[config.mk]
export PLATFORM = sky130hd
export DESIGN_NAME = usb_bridge_top
export DESIGN_NICKNAME = d
export VERILOG_FILES = /design/src/design/usb_bridge_pkg.sv /design/src/design/gpio_regs.sv /design/src/design/cmd_engine.sv /design/src/design/usb_bridge_top.sv
export SDC_FILE = /design/constraint.sdc
export NUM_CORES = 1
export LEC_CHECK = 0
export ABC_AREA = 1
export BUFFER_PORTS_ARGS = -buffer_cell sky130_fd_sc_hd__buf_4
export CAP_MARGIN = 20
export CORE_MARGIN = 2
export CORE_UTILIZATION = 43
export CTS_CLUSTER_DIAMETER = 80
export DETAILED_ROUTE_END_ITERATION = 12
export PLACE_DENSITY = 0.74
export SYNTH_ARGS = -nofsm -noshare
export SYNTH_HDL_FRONTEND = slang
export SYNTH_SLANG_ARGS = --single-unit
[constraint.sdc]
create_clock -name clk_i -period 2.67 [get_ports clk_i]
set_clock_uncertainty 0.1 [all_clocks]
set_input_delay 0.4005 -clock clk_i [delete_from_list [all_inputs] [get_ports clk_i]]
set_output_delay 0.4005 -clock clk_i [all_outputs]
set_load 0.05 [all_outputs]
[src/design/usb_bridge_pkg.sv]
//----------------------------------------------------------------------
// Shared definitions for the USB command bridge
// Word, AXI and stream widths, fixed AXI ID and burst code
// Command ID and engine state enums, stream and AXI channel structs
//----------------------------------------------------------------------
`default_nettype none

package usb_bridge_pkg;

    // Widths
    localparam int WORD_W   = 32;
    localparam int ADDR_W   = 32;
    localparam int LEN_W    = 8;
    localparam int SEQ_W    = 16;
    localparam int RESP_W   = 2;
    localparam int STRB_W   = 4;
    localparam int AXI_ID_W = 4;

    // Fixed AXI attributes driven by the bridge
    localparam logic [AXI_ID_W-1:0] BRIDGE_AXI_ID = '0;
    localparam logic [1:0]          BURST_INCR    = 2'b01;

    typedef logic [WORD_W-1:0] word_t;

    // Command IDs from header bits 7:0
    // NP writes return a status word, 3xh writes are posted
    typedef enum logic [7:0] {
        CMD_ECHO       = 8'h01,
        CMD_DRAIN      = 8'h02,
        CMD_READ       = 8'h10,
        CMD_WRITE8_NP  = 8'h20,
        CMD_WRITE16_NP = 8'h21,
        CMD_WRITE_NP   = 8'h22,
        CMD_WRITE8     = 8'h30,
        CMD_WRITE16    = 8'h31,
        CMD_WRITE      = 8'h32,
        CMD_GPIO_WR    = 8'h40,
        CMD_GPIO_RD    = 8'h41
    } cmd_id_e;

    typedef enum logic [3:0] {
        ST_IDLE       = 4'd0,
        ST_CMD_REQ    = 4'd1,
        ST_CMD_ADDR   = 4'd2,
        ST_ECHO       = 4'd3,
        ST_STATUS     = 4'd4,
        ST_READ_CMD   = 4'd5,
        ST_READ_DATA  = 4'd6,
        ST_WRITE_CMD  = 4'd7,
        ST_WRITE_DATA = 4'd8,
        ST_WRITE_RESP = 4'd9,
        ST_DRAIN      = 4'd10,
        ST_GPIO_WR    = 4'd11,
        ST_GPIO_RD    = 4'd12
    } engine_state_e;

    //------------------------------------------------------------------
    // Channel structs
    //------------------------------------------------------------------
    // Receive and transmit word streams
    typedef struct packed {
        logic  valid;
        word_t data;
    } stream_t;

    // AW and AR
    typedef struct packed {
        logic                valid;
        logic [ADDR_W-1:0]   addr;
        logic [AXI_ID_W-1:0] id;
        logic [LEN_W-1:0]    len;
        logic [1:0]          burst;
    } axi_addr_t;

    typedef struct packed {
        logic              valid;
        word_t             data;
        logic [STRB_W-1:0] strb;
        logic              last;
    } axi_w_t;

    typedef struct packed {
        logic                valid;
        logic [RESP_W-1:0]   resp;
        logic [AXI_ID_W-1:0] id;
    } axi_b_t;

    typedef struct packed {
        logic                valid;
        word_t               data;
        logic [RESP_W-1:0]   resp;
        logic [AXI_ID_W-1:0] id;
        logic                last;
    } axi_r_t;

endpackage

`default_nettype wire

[src/design/gpio_regs.sv]
//----------------------------------------------------------------------
// GPIO register block beside the command engine
// Output register loaded by the engine, free-running input sampler
//----------------------------------------------------------------------
`default_nettype none

module gpio_regs
(
    input  wire                    clk_i,
    input  wire                    rst_i,
    input  wire                    wr_i,
    input  usb_bridge_pkg::word_t  wdata_i,
    input  usb_bridge_pkg::word_t  gpio_i,
    output usb_bridge_pkg::word_t  gpio_o,
    output usb_bridge_pkg::word_t  rdata_o
);
    import usb_bridge_pkg::*;

    word_t gpio_out_q;
    word_t gpio_in_q;

    // Output pins, written by a GPIO write command
    always_ff @(posedge clk_i or posedge rst_i)
    begin
        if (rst_i)
            gpio_out_q <= '0;
        else if (wr_i)
            gpio_out_q <= wdata_i;
    end

    // Input pins sampled every cycle
    always_ff @(posedge clk_i or posedge rst_i)
    begin
        if (rst_i)
            gpio_in_q <= '0;
        else
            gpio_in_q <= gpio_i;
    end

    assign gpio_o  = gpio_out_q;
    assign rdata_o = gpio_in_q;

    // The engine forwards a received word, so it must be fully defined
    a_wdata_known : assert property (
        @(posedge clk_i) disable iff (rst_i)
        wr_i |-> !$isunknown(wdata_i)
    ) else $error("gpio_regs: unknown bits in wdata_i on write");

endmodule

`default_nettype wire

[src/design/cmd_engine.sv]
//----------------------------------------------------------------------
// Command engine of the USB bridge
// Packet FSM with header and address capture, beat counter,
// write strobe generation, AXI master drive and transmit word mux
//----------------------------------------------------------------------
`default_nettype none

module cmd_engine
(
    input  wire                        clk_i,
    input  wire                        rst_i,

    // Word streams
    input  usb_bridge_pkg::stream_t    rx_i,
    output logic                       rx_accept_o,
    output usb_bridge_pkg::stream_t    tx_o,
    input  wire                        tx_accept_i,

    // AXI master
    output usb_bridge_pkg::axi_addr_t  axi_aw_o,
    input  wire                        axi_awready_i,
    output usb_bridge_pkg::axi_w_t     axi_w_o,
    input  wire                        axi_wready_i,
    input  usb_bridge_pkg::axi_b_t     axi_b_i,
    output logic                       axi_bready_o,
    output usb_bridge_pkg::axi_addr_t  axi_ar_o,
    input  wire                        axi_arready_i,
    input  usb_bridge_pkg::axi_r_t     axi_r_i,
    output logic                       axi_rready_o,

    // GPIO register block
    output logic                       gpio_wr_o,
    output usb_bridge_pkg::word_t      gpio_wdata_o,
    input  usb_bridge_pkg::word_t      gpio_rdata_i
);
    import usb_bridge_pkg::*;

    engine_state_e      state_q;
    engine_state_e      next_state;

    cmd_id_e            cmd_id_q;
    logic [LEN_W-1:0]   cmd_len_q;
    logic [SEQ_W-1:0]   cmd_seq_q;
    logic [ADDR_W-1:0]  cmd_addr_q;
    logic [STRB_W-1:0]  wstrb_q;
    logic [LEN_W-1:0]   beat_cnt_q;
    logic [RESP_W-1:0]  resp_q;

    logic               last_beat;
    logic               tx_fire;
    logic               w_fire;
    logic               b_fire;
    logic               r_fire;

    //------------------------------------------------------------------
    // Helpers
    //------------------------------------------------------------------
    // Byte lanes for a write, from size and low address bits
    function automatic logic [STRB_W-1:0] lane_strb(input cmd_id_e cmd,
                                                    input logic [1:0] addr_lo);
        logic [STRB_W-1:0] strb;
        case (cmd)
            CMD_WRITE8, CMD_WRITE8_NP:
                strb = STRB_W'(1) << addr_lo;
            CMD_WRITE16, CMD_WRITE16_NP:
                strb = addr_lo[1] ? 4'b1100 : 4'b0011;
            default:
                strb = '1;
        endcase
        return strb;
    endfunction

    function automatic logic is_posted(input cmd_id_e cmd);
        return (cmd == CMD_WRITE8) || (cmd == CMD_WRITE16) || (cmd == CMD_WRITE);
    endfunction

    assign last_beat = (beat_cnt_q + LEN_W'(1)) == cmd_len_q;

    assign tx_fire = tx_o.valid && tx_accept_i;
    assign w_fire  = axi_w_o.valid && axi_wready_i;
    assign b_fire  = axi_b_i.valid && axi_bready_o;
    assign r_fire  = axi_r_i.valid && axi_rready_o;

    //------------------------------------------------------------------
    // State machine
    //------------------------------------------------------------------
    always_comb
    begin
        next_state = state_q;
        case (state_q)
            ST_IDLE:
                if (rx_i.valid)
                    next_state = ST_CMD_REQ;
            ST_CMD_REQ:
                if (rx_i.valid)
                    next_state = ST_CMD_ADDR;
            ST_CMD_ADDR:
            begin
                // Dispatch on the captured command
                case (cmd_id_q)
                    CMD_ECHO:
                        next_state = (cmd_len_q == '0) ? ST_STATUS : ST_ECHO;
                    CMD_DRAIN:
                        next_state = ST_DRAIN;
                    CMD_READ:
                        next_state = ST_READ_CMD;
                    CMD_WRITE8_NP, CMD_WRITE16_NP, CMD_WRITE_NP,
                    CMD_WRITE8, CMD_WRITE16, CMD_WRITE:
                        next_state = ST_WRITE_CMD;
                    CMD_GPIO_WR:
                        next_state = ST_GPIO_WR;
                    CMD_GPIO_RD:
                        next_state = ST_GPIO_RD;
                    default:
                        next_state = ST_IDLE;
                endcase
            end
            ST_ECHO:
                if (tx_fire && last_beat)
                    next_state = ST_STATUS;
            ST_READ_CMD:
                if (axi_arready_i)
                    next_state = ST_READ_DATA;
            ST_READ_DATA:
                if (r_fire && axi_r_i.last)
                    next_state = ST_STATUS;
            ST_WRITE_CMD:
                if (axi_awready_i)
                    next_state = ST_WRITE_DATA;
            ST_WRITE_DATA:
                if (w_fire && axi_w_o.last)
                    next_state = ST_WRITE_RESP;
            ST_WRITE_RESP:
                if (b_fire)
                    next_state = is_posted(cmd_id_q) ? ST_IDLE : ST_STATUS;
            ST_STATUS:
                if (tx_fire)
                    next_state = ST_IDLE;
            ST_DRAIN:
                // Discard until the host stops sending
                if (!rx_i.valid)
                    next_state = ST_IDLE;
            ST_GPIO_WR:
                if (rx_i.valid)
                    next_state = ST_STATUS;
            ST_GPIO_RD:
                if (tx_fire)
                    next_state = ST_STATUS;
            default:
                next_state = ST_IDLE;
        endcase
    end

    always_ff @(posedge clk_i or posedge rst_i)
    begin
        if (rst_i)
            state_q <= ST_IDLE;
        else
            state_q <= next_state;
    end

    //------------------------------------------------------------------
    // Header and address capture
    //------------------------------------------------------------------
    always_ff @(posedge clk_i or posedge rst_i)
    begin
        if (rst_i)
        begin
            cmd_id_q  <= CMD_ECHO;
            cmd_len_q <= '0;
        end
        else if (state_q == ST_IDLE && rx_i.valid)
        begin
            cmd_id_q  <= cmd_id_e'(rx_i.data[7:0]);
            cmd_len_q <= rx_i.data[15:8];
        end
    end

    always_ff @(posedge clk_i)
    begin
        if (state_q == ST_IDLE && rx_i.valid)
            cmd_seq_q <= rx_i.data[31:16];
        // Strobe is fixed for the whole burst
        if (state_q == ST_CMD_REQ && rx_i.valid)
        begin
            cmd_addr_q <= rx_i.data;
            wstrb_q    <= lane_strb(cmd_id_q, rx_i.data[1:0]);
        end
    end

    // Beats moved so far, for echo and write data
    always_ff @(posedge clk_i or posedge rst_i)
    begin
        if (rst_i)
            beat_cnt_q <= '0;
        else if (state_q == ST_IDLE)
            beat_cnt_q <= '0;
        else if ((state_q == ST_ECHO && tx_fire) || w_fire)
            beat_cnt_q <= beat_cnt_q + LEN_W'(1);
    end

    // Response for the status word
    always_ff @(posedge clk_i)
    begin
        if (state_q == ST_IDLE)
            resp_q <= '0;
        else if (b_fire)
            resp_q <= axi_b_i.resp;
        else if (r_fire && axi_r_i.last)
            resp_q <= axi_r_i.resp;
    end

    //------------------------------------------------------------------
    // Stream handshake and transmit mux
    //------------------------------------------------------------------
    always_comb
    begin
        case (state_q)
            ST_IDLE, ST_CMD_REQ, ST_GPIO_WR, ST_DRAIN:
                rx_accept_o = 1'b1;
            ST_ECHO:
                rx_accept_o = tx_accept_i;
            ST_WRITE_DATA:
                rx_accept_o = axi_wready_i;
            default:
                rx_accept_o = 1'b0;
        endcase
    end

    always_comb
    begin
        tx_o.valid = 1'b0;
        tx_o.data  = '0;
        case (state_q)
            ST_ECHO:
                tx_o = rx_i;
            ST_READ_DATA:
            begin
                tx_o.valid = axi_r_i.valid;
                tx_o.data  = axi_r_i.data;
            end
            ST_GPIO_RD:
            begin
                tx_o.valid = 1'b1;
                tx_o.data  = gpio_rdata_i;
            end
            ST_STATUS:
            begin
                // Status word: sequence, response, zero fill
                tx_o.valid = 1'b1;
                tx_o.data  = {{(WORD_W - RESP_W - SEQ_W){1'b0}}, resp_q, cmd_seq_q};
            end
            default:
            begin
                tx_o.valid = 1'b0;
                tx_o.data  = '0;
            end
        endcase
    end

    //------------------------------------------------------------------
    // AXI channels
    //------------------------------------------------------------------
    always_comb
    begin
        axi_aw_o.valid = (state_q == ST_WRITE_CMD);
        axi_aw_o.addr  = cmd_addr_q;
        axi_aw_o.id    = BRIDGE_AXI_ID;
        axi_aw_o.len   = cmd_len_q - LEN_W'(1);
        axi_aw_o.burst = BURST_INCR;

        axi_ar_o.valid = (state_q == ST_READ_CMD);
        axi_ar_o.addr  = cmd_addr_q;
        axi_ar_o.id    = BRIDGE_AXI_ID;
        axi_ar_o.len   = cmd_len_q - LEN_W'(1);
        axi_ar_o.burst = BURST_INCR;
    end

    // Write data passes straight from the receive stream
    always_comb
    begin
        axi_w_o.valid = (state_q == ST_WRITE_DATA) && rx_i.valid;
        axi_w_o.data  = rx_i.data;
        axi_w_o.strb  = wstrb_q;
        axi_w_o.last  = axi_w_o.valid && last_beat;
    end

    assign axi_bready_o = 1'b1;
    assign axi_rready_o = (state_q == ST_READ_DATA) && tx_accept_i;

    // GPIO write on the data word
    assign gpio_wr_o    = (state_q == ST_GPIO_WR) && rx_i.valid;
    assign gpio_wdata_o = rx_i.data;

    //------------------------------------------------------------------
    // Checks
    //------------------------------------------------------------------
    a_one_addr_channel : assert property (
        @(posedge clk_i) disable iff (rst_i)
        !(axi_aw_o.valid && axi_ar_o.valid)
    ) else $error("cmd_engine: awvalid and arvalid high together");

    a_wlast_with_wvalid : assert property (
        @(posedge clk_i) disable iff (rst_i)
        axi_w_o.last |-> axi_w_o.valid
    ) else $error("cmd_engine: wlast without wvalid");

endmodule

`default_nettype wire

[src/design/usb_bridge_top.sv]
//----------------------------------------------------------------------
// Top level of the USB command bridge
// Joins the command engine and the GPIO register block
//----------------------------------------------------------------------
`default_nettype none

module usb_bridge_top
(
    input  wire                        clk_i,
    input  wire                        rst_i,

    // Receive and transmit word streams
    input  usb_bridge_pkg::stream_t    rx_i,
    output logic                       rx_accept_o,
    output usb_bridge_pkg::stream_t    tx_o,
    input  wire                        tx_accept_i,

    // AXI master
    output usb_bridge_pkg::axi_addr_t  axi_aw_o,
    input  wire                        axi_awready_i,
    output usb_bridge_pkg::axi_w_t     axi_w_o,
    input  wire                        axi_wready_i,
    input  usb_bridge_pkg::axi_b_t     axi_b_i,
    output logic                       axi_bready_o,
    output usb_bridge_pkg::axi_addr_t  axi_ar_o,
    input  wire                        axi_arready_i,
    input  usb_bridge_pkg::axi_r_t     axi_r_i,
    output logic                       axi_rready_o,

    // GPIO pins
    input  usb_bridge_pkg::word_t      gpio_i,
    output usb_bridge_pkg::word_t      gpio_o
);
    import usb_bridge_pkg::*;

    logic  gpio_wr;
    word_t gpio_wdata;
    word_t gpio_rdata;

    //------------------------------------------------------------------
    // Command engine
    //------------------------------------------------------------------
    cmd_engine u_engine
    (
        .clk_i          (clk_i),
        .rst_i          (rst_i),
        .rx_i           (rx_i),
        .rx_accept_o    (rx_accept_o),
        .tx_o           (tx_o),
        .tx_accept_i    (tx_accept_i),
        .axi_aw_o       (axi_aw_o),
        .axi_awready_i  (axi_awready_i),
        .axi_w_o        (axi_w_o),
        .axi_wready_i   (axi_wready_i),
        .axi_b_i        (axi_b_i),
        .axi_bready_o   (axi_bready_o),
        .axi_ar_o       (axi_ar_o),
        .axi_arready_i  (axi_arready_i),
        .axi_r_i        (axi_r_i),
        .axi_rready_o   (axi_rready_o),
        .gpio_wr_o      (gpio_wr),
        .gpio_wdata_o   (gpio_wdata),
        .gpio_rdata_i   (gpio_rdata)
    );

    //------------------------------------------------------------------
    // GPIO registers
    //------------------------------------------------------------------
    gpio_regs u_gpio
    (
        .clk_i    (clk_i),
        .rst_i    (rst_i),
        .wr_i     (gpio_wr),
        .wdata_i  (gpio_wdata),
        .gpio_i   (gpio_i),
        .gpio_o   (gpio_o),
        .rdata_o  (gpio_rdata)
    );

endmodule

`default_nettype wire

After elaboration in Yosys (flattened, before gate mapping):

Cells that the tools add are included.

* input bits: 118
* register bits after elaboration: 146
* output and inout bits: 200
* word-level logic and storage cells: 98

* $add $sub $neg: 2
* equality and inequality tests: 36
* reductions and logical operators: 25
* shifts and indexed selects: 1
* muxes and demuxes: 24

Operators by type and width (number)
* $pmux 33 s4: 1
* $mux 4: 13
* $pmux 4 s13: 1
* $eq 8x6->1 const B: 6
* $pmux 4 s6: 1
* $eq 4x4->1 const B: 5
* $eq 4x3->1 const B: 4
* $eq 8x7->1 const B: 2
* $mux 8: 2
* $ne 2x1->1 const B: 7
* $logic_and 1x1->1: 13
* $reduce_and 12->1: 1
* $ne 2x2->1 const B: 5
* $add 8x1->8 const B: 1
* $eq 4x2->1 const B: 2
* $eq 8x1->1 const B: 1
* $eq 8x2->1 const B: 1
* $eq 8x5->1 const B: 1
* $eq 8x8->1: 1
* $logic_not 8->1: 1
* $pmux 4 s2: 1
* $sub 8x1->8 const B: 1
* $mux 3: 2
* $reduce_or 6->1: 1
* 9 further kinds: 14

Depth between registers and ports, before layout:

Gate-level depths: netlist of the first run.

* word-level depth: 7
* mapped depth: 14

By module:

Synthesis of the first run repeated with hierarchy kept, for this count alone.

* cell total of the unflattened synthesis: 814
* area total of the unflattened synthesis: 7292.0 um2

By module, submodules not included
* cmd_engine: area each 5195.0 um2, instances 1, cells an instance 645, seq. area each 2303.5 um2
* gpio_regs: area each 2097.0 um2, instances 1, cells an instance 169, seq. area each 1601.5 um2

Least setup slack after synthesis of the first run:

OpenSTA, ideal clock, no wires.

* path type: register to output
* start point: reg u_engine.cmd_len_q[0]
* end point: out axi_aw_o[9] in the netlist's numbering
* path slack: -0.156 ns
* buffers on the path: 1
* arrival: 2.326 ns
* cell stages (with the launch flop): 6
* path through: dfrtp_1 > inv_1 > nand4_1 > nor3_1 > xor2_1 > buf_4

RTL lines
* start, declared: RTL line cmd_engine.sv:42 `logic [LEN_W-1:0] cmd_len_q;`
* start signal, assigned: RTL line cmd_engine.sv:175 `cmd_len_q <= rx_i.data[15:8];`
* end, declared: RTL line usb_bridge_top.sv:19 `output usb_bridge_pkg::axi_addr_t axi_aw_o,`

==> results of run 1 <==
-- path summary, 6_finish.rpt --
kind                       slack [ns]                                to  cells past startpoint                                from
min reg2reg                      0.39      u_gpio.gpio_o[2]$_DFFE_PP0P_                      2        u_gpio.gpio_o[2]$_DFFE_PP0P_
max reg2reg                      0.57   u_engine.state_q[0]$_DFFE_PP0P_                     15  u_engine.beat_cnt_q[0]$_DFFE_PP0P_
max in group asynchronous        2.03   u_engine.state_q[0]$_DFFE_PP0P_                      3                               rst_i
min                             0.003      u_gpio.rdata_o[31]$_DFF_PP0_                      3                               rst_i
max                             -0.01                        axi_w_o[0]                     12  u_engine.beat_cnt_q[0]$_DFFE_PP0P_
min in group clk_i               0.07  u_engine.cmd_addr_q[3]$_DFFE_PP_                      1                             rx_i[3]
-- cells by family (layout without fill, tap and decap cells) --
kind of cell / count (synthesis) / count (layout) / synth area share, %
XOR/XNOR: 6 / 6 / 0.7525
AO/OA/AOI/OAI: 110 / 110 / 9.604
other: 2 / 13 / 0.1075
buffers and inverters: 183 / 452 / 14.46
flip-flops: 146 / 146 / 55.92
adder cells (fa/ha/maj): 2 / 2 / 0.3583
AND/OR/NAND/NOR: 299 / 299 / 18.80
-- power breakdown --
part,internal [W],switching (W),total (W)
clock network,0.00143,0.00105,0.00247
registers,0.00289,0.000356,0.00324
logic,0.00178,0.00455,0.00632
total,0.00609,0.00595,0.0120
-- timing repair --
action / 4_1_cts / 5_1_grt
gates resized for setup: 5 / 15
endpoints found under the hold margin: 32 / 0
setup endpoints to repair: 2 / 6
pin swaps: 1 / 5
hold buffers: 32 / 0
buffers inserted: 1 / 3
gates cloned: 0 / 0
-- final cells by class --
| type | count | area (um^2) |
|---|---|---|
| fill | 1319 | 5859 |
| inverter | 77 | 292.8 |
| tap | 216 | 270.3 |
| multi-input combinational | 430 | 2213 |
| clock inverter | 15 | 192.7 |
| timing repair buffer | 343 | 2721 |
| sequential | 146 | 3910 |
| clock buffer | 17 | 425.4 |
-- cell usage after synthesis, types with 9 or more instances --
library cell                instances
sky130_fd_sc_hd__edfxtp_1          52
sky130_fd_sc_hd__nand2_1          167
sky130_fd_sc_hd__inv_1             71
sky130_fd_sc_hd__o21ai_0           63
sky130_fd_sc_hd__clkbuf_1          15
sky130_fd_sc_hd__nand3_1           65
sky130_fd_sc_hd__nor2_1            34
sky130_fd_sc_hd__dfrtp_1           91
sky130_fd_sc_hd__o211ai_1          14
sky130_fd_sc_hd__nor2_2            10
sky130_fd_sc_hd__o2111ai_1         20
sky130_fd_sc_hd__buf_4             85
sky130_fd_sc_hd__nand4_1            9
-- metrics by stage --
| stage | setup TNS [ns] | worst slack (ns) |
|---|---|---|
| 3_5_place_dp | 0 | 0.3572 |
| 4_1_cts | -0.004325 | -0.004325 |
| 2_1_floorplan | 0 | 0.03294 |
| 3_3_place_gp | 0 | 0.3910 |
| 6_report | -0.01116 | -0.01116 |
| 5_1_grt | -0.1696 | -0.1675 |
-- metal layers --
| metal | wire length (um) | up-vias | share of wire, % |
|---|---|---|---|
| met5 | 0 | - | 0 |
| met4 | 669 | 0 | 3.1 |
| met3 | 1692 | 42 | 7.8 |
| met2 | 11090 | 312 | 51 |
| met1 | 8180 | 2924 | 38 |
| li1 | - | 2929 | - |
-- sequential cells by signal, summed over array words and instances, names as in the netlist, 8 cells and up --
| signal | cells |
|---|---|
| u_engine.cmd_addr_q | 32 |
| u_gpio.gpio_o | 32 |
| u_gpio.rdata_o | 32 |
| u_engine.cmd_seq_q | 16 |
| u_engine.beat_cnt_q | 8 |
| u_engine.cmd_id_q | 8 |
| u_engine.cmd_len_q | 8 |
-- worst register-to-register path, cell delays in order, from the launching register on --
cell,delay [ns]
sky130_fd_sc_hd__dfrtp_1,0.44
sky130_fd_sc_hd__ha_4,0.18
sky130_fd_sc_hd__nand2_4,0.07
sky130_fd_sc_hd__nor2_4,0.13
sky130_fd_sc_hd__nand2_1,0.05
sky130_fd_sc_hd__nand2_1,0.08
sky130_fd_sc_hd__nand2_1,0.07
sky130_fd_sc_hd__nand2_1,0.06
sky130_fd_sc_hd__nand2_1,0.06
sky130_fd_sc_hd__nor2_2,0.14
sky130_fd_sc_hd__buf_4,0.12
sky130_fd_sc_hd__nand4_1,0.08
sky130_fd_sc_hd__nand2_1,0.17
sky130_fd_sc_hd__nand3_2,0.12
sky130_fd_sc_hd__nand2_1,0.08
sky130_fd_sc_hd__nand2_1,0.05
==> results, run 1 <==
- The number of antenna diodes is 0.
- Relative to the synthesized area, the layout overhead comes to 43.58%.
- The post-route fraction of the period consumed by the critical path is 100.4%.
- The count of nets after finishing is 1135.
- The worst IR drop on VDD is approximately 0.00098 V.
- The total length of routed wires is 21630 um.
- The number of global-route vias before repair is 6100.
- The placeable core region is 0.01589 mm^2.
- Dividing the detail-routed via count by the number of cells gives about 5.0.
- The DRC marker count from the first detailed-route iteration is 460.
- The transition time at the pin with the least slew margin is 0.6105 ns.
- The worst min-delay path category is primary input to asynchronous set/reset pin.
- The number of vias after detailed routing is 6207.
- The share of the core filled with cells in the final layout is 63.11%.
- In this run the cell area measured after placement is ~0.0090 mm^2.
- The first global-routing pass estimated approximately 33000 um of wire.
- For this design the static power due to leakage is around 4.7 nW.
- The Yosys step of the flow raised 0 warnings.
- The final critical-path required period is 2.681 ns.
- Setup repair after global routing could not meet its margin everywhere.
- Max-cap violations in this run came to 0.
- The launching element type of the critical path is a flop.
- The global-route met1 utilization is between 20% and 30%.
- The total count of hold-check failures in the final report came to 0.
- Final hold analysis gives a worst-case slack of approximately 0.0028 ns.
- The total clock sinks is between 100 and 150.
- The finished layout holds 1244 standard cells, fillers aside.
- The die is 131.4 um tall.
- In the final routed layout, each cell accounts on average for 17.39 um.
- In the layout the commonest cells are sky130_fd_sc_hd__buf_4, sky130_fd_sc_hd__nand2_1, sky130_fd_sc_hd__dfrtp_1.
- The signal on the critical path passes through ha_4 -> nand2_4 -> nor2_4 -> nand2_1 -> nand2_1 -> nand2_1 -> nand2_1 -> nand2_1 -> nor2_2 -> nand3_1 -> nor3_2 -> buf_6.
- The dominant cell type by area after synthesis is sky130_fd_sc_hd__dfrtp_1.
- In this run the power density over the cells is between 1000 and 1500 mW/mm^2.
- The clock latency reported for the late side of the worst-skew pair is between 0.4 and 0.5 ns.
- Sorting the synthesized cells by area gives the leading types as sky130_fd_sc_hd__dfrtp_1, sky130_fd_sc_hd__edfxtp_1, sky130_fd_sc_hd__buf_4, sky130_fd_sc_hd__nand2_1, sky130_fd_sc_hd__nand3_1.
- The final non-filler cell area is 0.01003 mm^2.
- Averaged over all synthesized cells, the footprint is 9.335 um^2.
- The commonest non-fill, non-tap cell in the layout is sky130_fd_sc_hd__buf_4.
- The final reports fail on negative setup slack.
- Counting along the longest clock path gives a buffer depth of 2.
- The initialized floorplan defines 46 standard-cell rows.
- The overall global routing resource usage is about 25%.
- The critical path's most frequent cell is sky130_fd_sc_hd__nand2_1.
- Summed over all layers, the global routing overflow is 0.
- The HPWL after detailed placement is 15390 um.
- Counting flops with a built-in enable in the synthesized netlist gives 52.
- In the global route stage, met3 resource usage came out at 7.215%.
- Input and output buffers added on the ports amount to ~300.
- The flow ran to the end, but the final reports show violations.
- Counting flops with an async set or reset pin after synthesis yields a share of between 60% and 70%.
- The capturing element type of the critical path is an output port.
- At the worst endpoint, the required time is 2.17 ns.
- The cell count after synthesis came out at 748.
- The area fraction of the dominant cell type after synthesis is between 30% and 40%.
- The die area is around 0.017 mm^2.
- The die boundary width is 131.4 um.
- Of all nets on the critical path, the largest fanout is 4.
- The critical path class is flop to output port.
- In the routed design, unresolved DRC markers number 0.
- Setup violations remaining at the end of the flow were counted as 1.
- The routability congestion estimate from global placement is around 0.9.
- The number of nets with antenna violations after routing is 0.
- For this design, the slowest cell found on the critical path is sky130_fd_sc_hd__dfrtp_1.
- The largest stage delay on the critical path is 0.44 ns.
- The number of optimization iterations in the first detailed-route pass is 5.
- The number of cells after detailed placement is 1176.
- For this design the top-level I/O count stands at around 320.
- The share of layout cells above drive strength 1 is 37.94%.
- The CTS clock-pin slew for the worst setup and hold paths is roughly 0.070 ns.
- The initial antenna violation count came to 0.
- In the synthesized netlist the dominant register cell turns out to be sky130_fd_sc_hd__dfrtp_1.
- Once the floorplan was initialized, standard cells occupied ~44% of the core.
- After layout, the worst setup slack is -0.01116 ns.
- The headroom to the max-slew limit is 59.30%.
- The number of buffers created by CTS is 17.
- The count of different cell masters after synthesis is 32.
- The peak-usage layer in the global routing report is met2.
- The H-tree depth is 4.
- The number of max-slew violations in the final report came to 0.
- The root buffer cell chosen for the clock tree is sky130_fd_sc_hd__clkbuf_16.
- TritonCTS built the clock tree.
- The sum of internal, switching and leakage power is 0.01204 W.
- Timing would allow up to around 0.37 GHz.
- Data on the critical path arrives at its endpoint at between 2 and 2.5 ns.
- The number of buffer and inverter instances along the worst setup path is 1.
- For this run, global-route usage on met2 was measured as 42.93%.
- The maximum number of pins on one net before global-route repair is 93.
- In this design, the largest share of critical-path delay is due to simple AND/OR/NAND/NOR gates.
- The mapped netlist covers 0.006983 mm^2.
- Of the synthesized area, sequential elements account for between 50% and 60%.
- In this run, synthesis produced a sequential element count of 146.
No activity file was read; power rests on OpenSTA's default activity.
==> inputs of run 2 (changes only) <==
- ABC_AREA: 1 -> not set
- PLACE_DENSITY: 0.74 -> 0.77
==> results, run 2 <==
- The final reports fail on negative setup slack.
- The timing-limited maximum frequency is 0.3744 GHz (+0.38%).
- The placement row count came to 46 (unchanged).
- The layer flagged by global routing as most heavily used is met2.
- The relative contribution of sequential cells to total power is 27.1% (+0.2 points).
- The first-pass GRT wire length was 33440 um (+0.87%).
- The maximum fanout count along the critical path is 5 (+1).
- The final critical-path required period is 2.671 ns (-0.01006 ns).
- The total I/O pin count is 318 (unchanged).
- The most common cell in the netlist is sky130_fd_sc_hd__dfrtp_1.
- The initial antenna violation count came to 0 (unchanged).
- Ranked by instance count, the synthesized netlist is headed by sky130_fd_sc_hd__dfrtp_1, sky130_fd_sc_hd__buf_4, sky130_fd_sc_hd__nand2_1.
- The number of synthesized flops with an enable pin is 52 (unchanged).
- The number of max-slew violations in the final report was 0 (unchanged).
- The CTS clock-pin slew for the worst setup and hold paths is 0.06 ns (about the same).
- The die outline height was 132.3 um (+0.68%).
- The die area came to 0.01751 mm^2 (+1.4%).
- The placeable core region is 0.01600 mm^2 (+0.72%).
- The number of vias per cell is 5.280 (+5.8%).
- The layout overhead on the synthesized area is 45.35%.
- The headroom to the max-slew limit is 53.81% (-5.5 points).
- The DRC marker count from the first detailed-route iteration was 348 (-24%).
- The area fraction of the dominant cell type after synthesis came to 32.16% (-0.46 points).
- The post-synthesis cell count is 606 (-19%).
- The commonest non-fill, non-tap cell in the layout is sky130_fd_sc_hd__buf_4.
- By startpoint and endpoint, the worst setup path is classified as flop to output port.
- The minimum setup slack in the final design came to -0.001095 ns (+0.01006 ns).
- The number of optimization iterations in the first detailed-route pass came to 5 (unchanged).
- The routability congestion estimate from global placement came to 0.8688 (-2.8%).
- The total of warnings raised by yosys is 0 (unchanged).
- The post-synthesis async set-or-reset flop share is 63.01% (unchanged).
- The number of cells after detailed placement is 1031 (-12%).
- The largest buffer count on any clock path is 2 (unchanged).
- The post-placement cell area is 0.009135 mm^2 (+1.5%).
- The HPWL after detailed placement is 15020 um (-2.4%).
- For this run, the leading register cell type out of synthesis is sky130_fd_sc_hd__dfrtp_1.
- The run finished, with violations left.
- The number of vias after detailed routing was 5855 (-5.7%).
- The max-cap check violation count is 0 (unchanged).
- TritonCTS built the clock tree.
- The final non-filler cell area is 0.01029 mm^2 (+2.7%).
- The share of layout cells above drive strength 1 is 51.06% (+13 points).
- The total length of routed wires is 22100 um (+2.2%).
- The global route total overflow is 0 (unchanged).
- The die boundary width was 132.3 um (+0.68%).
- The maximum number of pins on one net before global-route repair is 42 (-55%).
- The data required time at the worst endpoint is 2.17 ns (about the same).
- The count of nets after finishing is 1000 (-12%).
- The transition time at the pin with the least slew margin is 0.6879 ns (+0.07737 ns).
- The reported net switching power is 0.006295 W (+5.8%).
- The number of buffers created by CTS is 17 (unchanged).
- Setup repair after global routing could not meet its margin everywhere.
- The global-route track usage on met3 was 6.190% (-1.0 points).
- The clock latency reported for the late side of the worst-skew pair is 0.41 ns (about the same).
- The worst min-delay path category is primary input to flop.
- The proportion of total power due to net switching is 48.37% (-1.1 points).
- The share of total power in the clock network is 18.6% (-2.0 points).
- The final setup violation count is 1 (unchanged).
- The met2 routing resource usage after global routing was 41.13% (-1.8 points).
- The initial core utilization is 44.26% (+0.30 points).
- Leaving out fill and tap cells, the most frequent cells in the layout are sky130_fd_sc_hd__buf_4, sky130_fd_sc_hd__dfrtp_1, sky130_fd_sc_hd__nand2_1.
- The launching element type of the critical path is a flop.
- The number of buffers inserted by port buffering was 296 (unchanged).
- The static leakage power was 4.748 nW (+0.73%).
- The data arrival time of the critical path is 2.17 ns (about the same).
- The total count of hold-check failures in the final report is 0 (unchanged).
- The mean post-synth cell area is 11.69 um^2 (+25%).
- The overall global routing resource usage is 24.65% (-0.20 points).
- The buffer cell driving the clock tree root is sky130_fd_sc_hd__clkbuf_16.
- The part of the Yosys area used for sequential elements is 55.14% (-0.78 points).
- The power per standard cell area is 1264 mW/mm^2 (+5.3%).
- The proportion of power drawn by combinational gates is 54.4% (+1.9 points).
- The post-route fraction of the period consumed by the critical path is 100.0% (-0.38 points).
- The setup TNS after final layout is -0.001095 ns (+0.01006 ns).
- The total clock sinks is 146 (unchanged).
- The number of remaining DRC errors is 0 (unchanged).
- The dominant cell type by area after synthesis is sky130_fd_sc_hd__dfrtp_1.
- The worst setup path is captured at an output port.
- Ranked by total cell area, the synthesized netlist is headed by sky130_fd_sc_hd__dfrtp_1, sky130_fd_sc_hd__edfxtp_1, sky130_fd_sc_hd__buf_4, sky130_fd_sc_hd__mux2_2, sky130_fd_sc_hd__a22oi_1.
- The number of global-route vias before repair is 5864 (-3.9%).
- The worst IR drop on VDD is 0.0005919 V (-40%).
- The average detailed-routed wire length per instance is 19.93 um (+15%).
- The summed instance area of the synthesized netlist is 0.007082 mm^2 (+1.4%).
- The number of synthesized register bits is 146 (unchanged).
- The number of antenna diodes is 0 (unchanged).
- The global-route met1 utilization came to 30.62% (+1.4 points).
- The internal portion of total power is 0.006719 W (+10%).
- The H-tree depth is 4 (unchanged).
- The number of nets with antenna violations after routing was 0 (unchanged).
- The count of placed standard cells in the final layout, fillers left out came to 1109 (-11%).
- The count of different cell masters after synthesis is 71 (+120%).
[run 2: power by group through the flow]
stage / clock (W) / combinational, W / sequential [W]
2_1_floorplan: 0 / 0.00404 / 0.00438
6_report: 0.00242 / 0.00708 / 0.00352
3_5_place_dp: 0 / 0.00678 / 0.00350
4_1_cts: 0.00245 / 0.00690 / 0.00351
5_1_grt: 0.00255 / 0.00737 / 0.00360
3_3_place_gp: 0 / 0.00670 / 0.00348
[run 2: worst paths after layout]
check	start	to	slack [ns]	depth (start not counted)
max	u_engine.beat_cnt_q[0]$_DFFE_PP0P_	axi_w_o[0]	-0.001	6
min	rx_i[21]	u_engine.cmd_addr_q[21]$_DFFE_PP_	0.10	1
max reg2reg	u_engine.beat_cnt_q[1]$_DFFE_PP0P_	u_engine.state_q[2]$_DFFE_PP0P_	0.21	9
min reg2reg	u_gpio.gpio_o[16]$_DFFE_PP0P_	u_gpio.gpio_o[16]$_DFFE_PP0P_	0.41	1
max in group asynchronous	rst_i	u_engine.cmd_id_q[0]$_DFFE_PP1P_	1.19	4
min in group asynchronous	rst_i	u_gpio.rdata_o[26]$_DFF_PP0_	0.44	3
[run 2: stage by stage]
step | worst slack, ns | power [W] | utilization (%) | hold WS (ns)
3_3_place_gp | 0.2047 | 0.01018 | 57.09 | 0.3297
3_5_place_dp | 0.1845 | 0.01028 | 57.09 | 0.3327
6_report | -0.001095 | 0.01301 | 64.33 | 0.1033
5_1_grt | -0.1092 | 0.01353 | 64.33 | 0.08416
4_1_cts | -0.04812 | 0.01286 | 63.39 | 0.08534
2_1_floorplan | 0.01131 | 0.008420 | - | 0.3319
[run 2: routing by layer]
| layer | wire length (um) | part of all wire, % | vias to the layer above |
|---|---|---|---|
| met5 | 0 | 0 | - |
| met4 | 712 | 3.2 | 0 |
| met2 | 11320 | 51 | 330 |
| li1 | - | - | 2619 |
| met3 | 1743 | 7.9 | 51 |
| met1 | 8325 | 38 | 2855 |
[run 2: final cells by class]
type	count	area (um^2)
Clock inverter	14	165.2
Sequential cell	146	3914
Inverter	13	52.55
Tap cell	216	270.3
Fill cell	1230	5707
Multi-Input combinational cell	341	2557
Clock buffer	18	429.2
Timing Repair Buffer	361	2905
[run 2: logic make-up (layout without fill, tap and decap cells)]
family                     after synthesis  count (layout)  share of synthesized area (%)
muxes                                   48              48                          7.685
and+or+nand+nor                        147             147                          10.34
AOI/OAI and AO/OA                      115             115                          12.35
adders and majority gates                3               3                         0.5123
DFF                                    146             146                          55.14
other                                    2              13                         0.1060
buffers and inverters                  130             406                          12.01
xor gates and xnor gates                15              15                          1.855
[run 2: worst max-delay path, stage by stage, from the launching register on]
cell and delay [ns]:
sky130_fd_sc_hd__dfrtp_1 0.42, sky130_fd_sc_hd__buf_6 0.14, sky130_fd_sc_hd__and3_4 0.18, sky130_fd_sc_hd__maj3_2 0.31, sky130_fd_sc_hd__o32a_4 0.23, sky130_fd_sc_hd__nor4b_4 0.29, sky130_fd_sc_hd__buf_6 0.20
[run 2: repair_timing]
action                                  4_1_cts  5_1_grt
gates resized for setup                      14       10
endpoints found under the setup margin       30       26
hold buffers                                 33        0
endpoints found under the hold margin        49        0
buffers inserted                              2       10
cloned                                        0        1
pin swaps                                     5        7
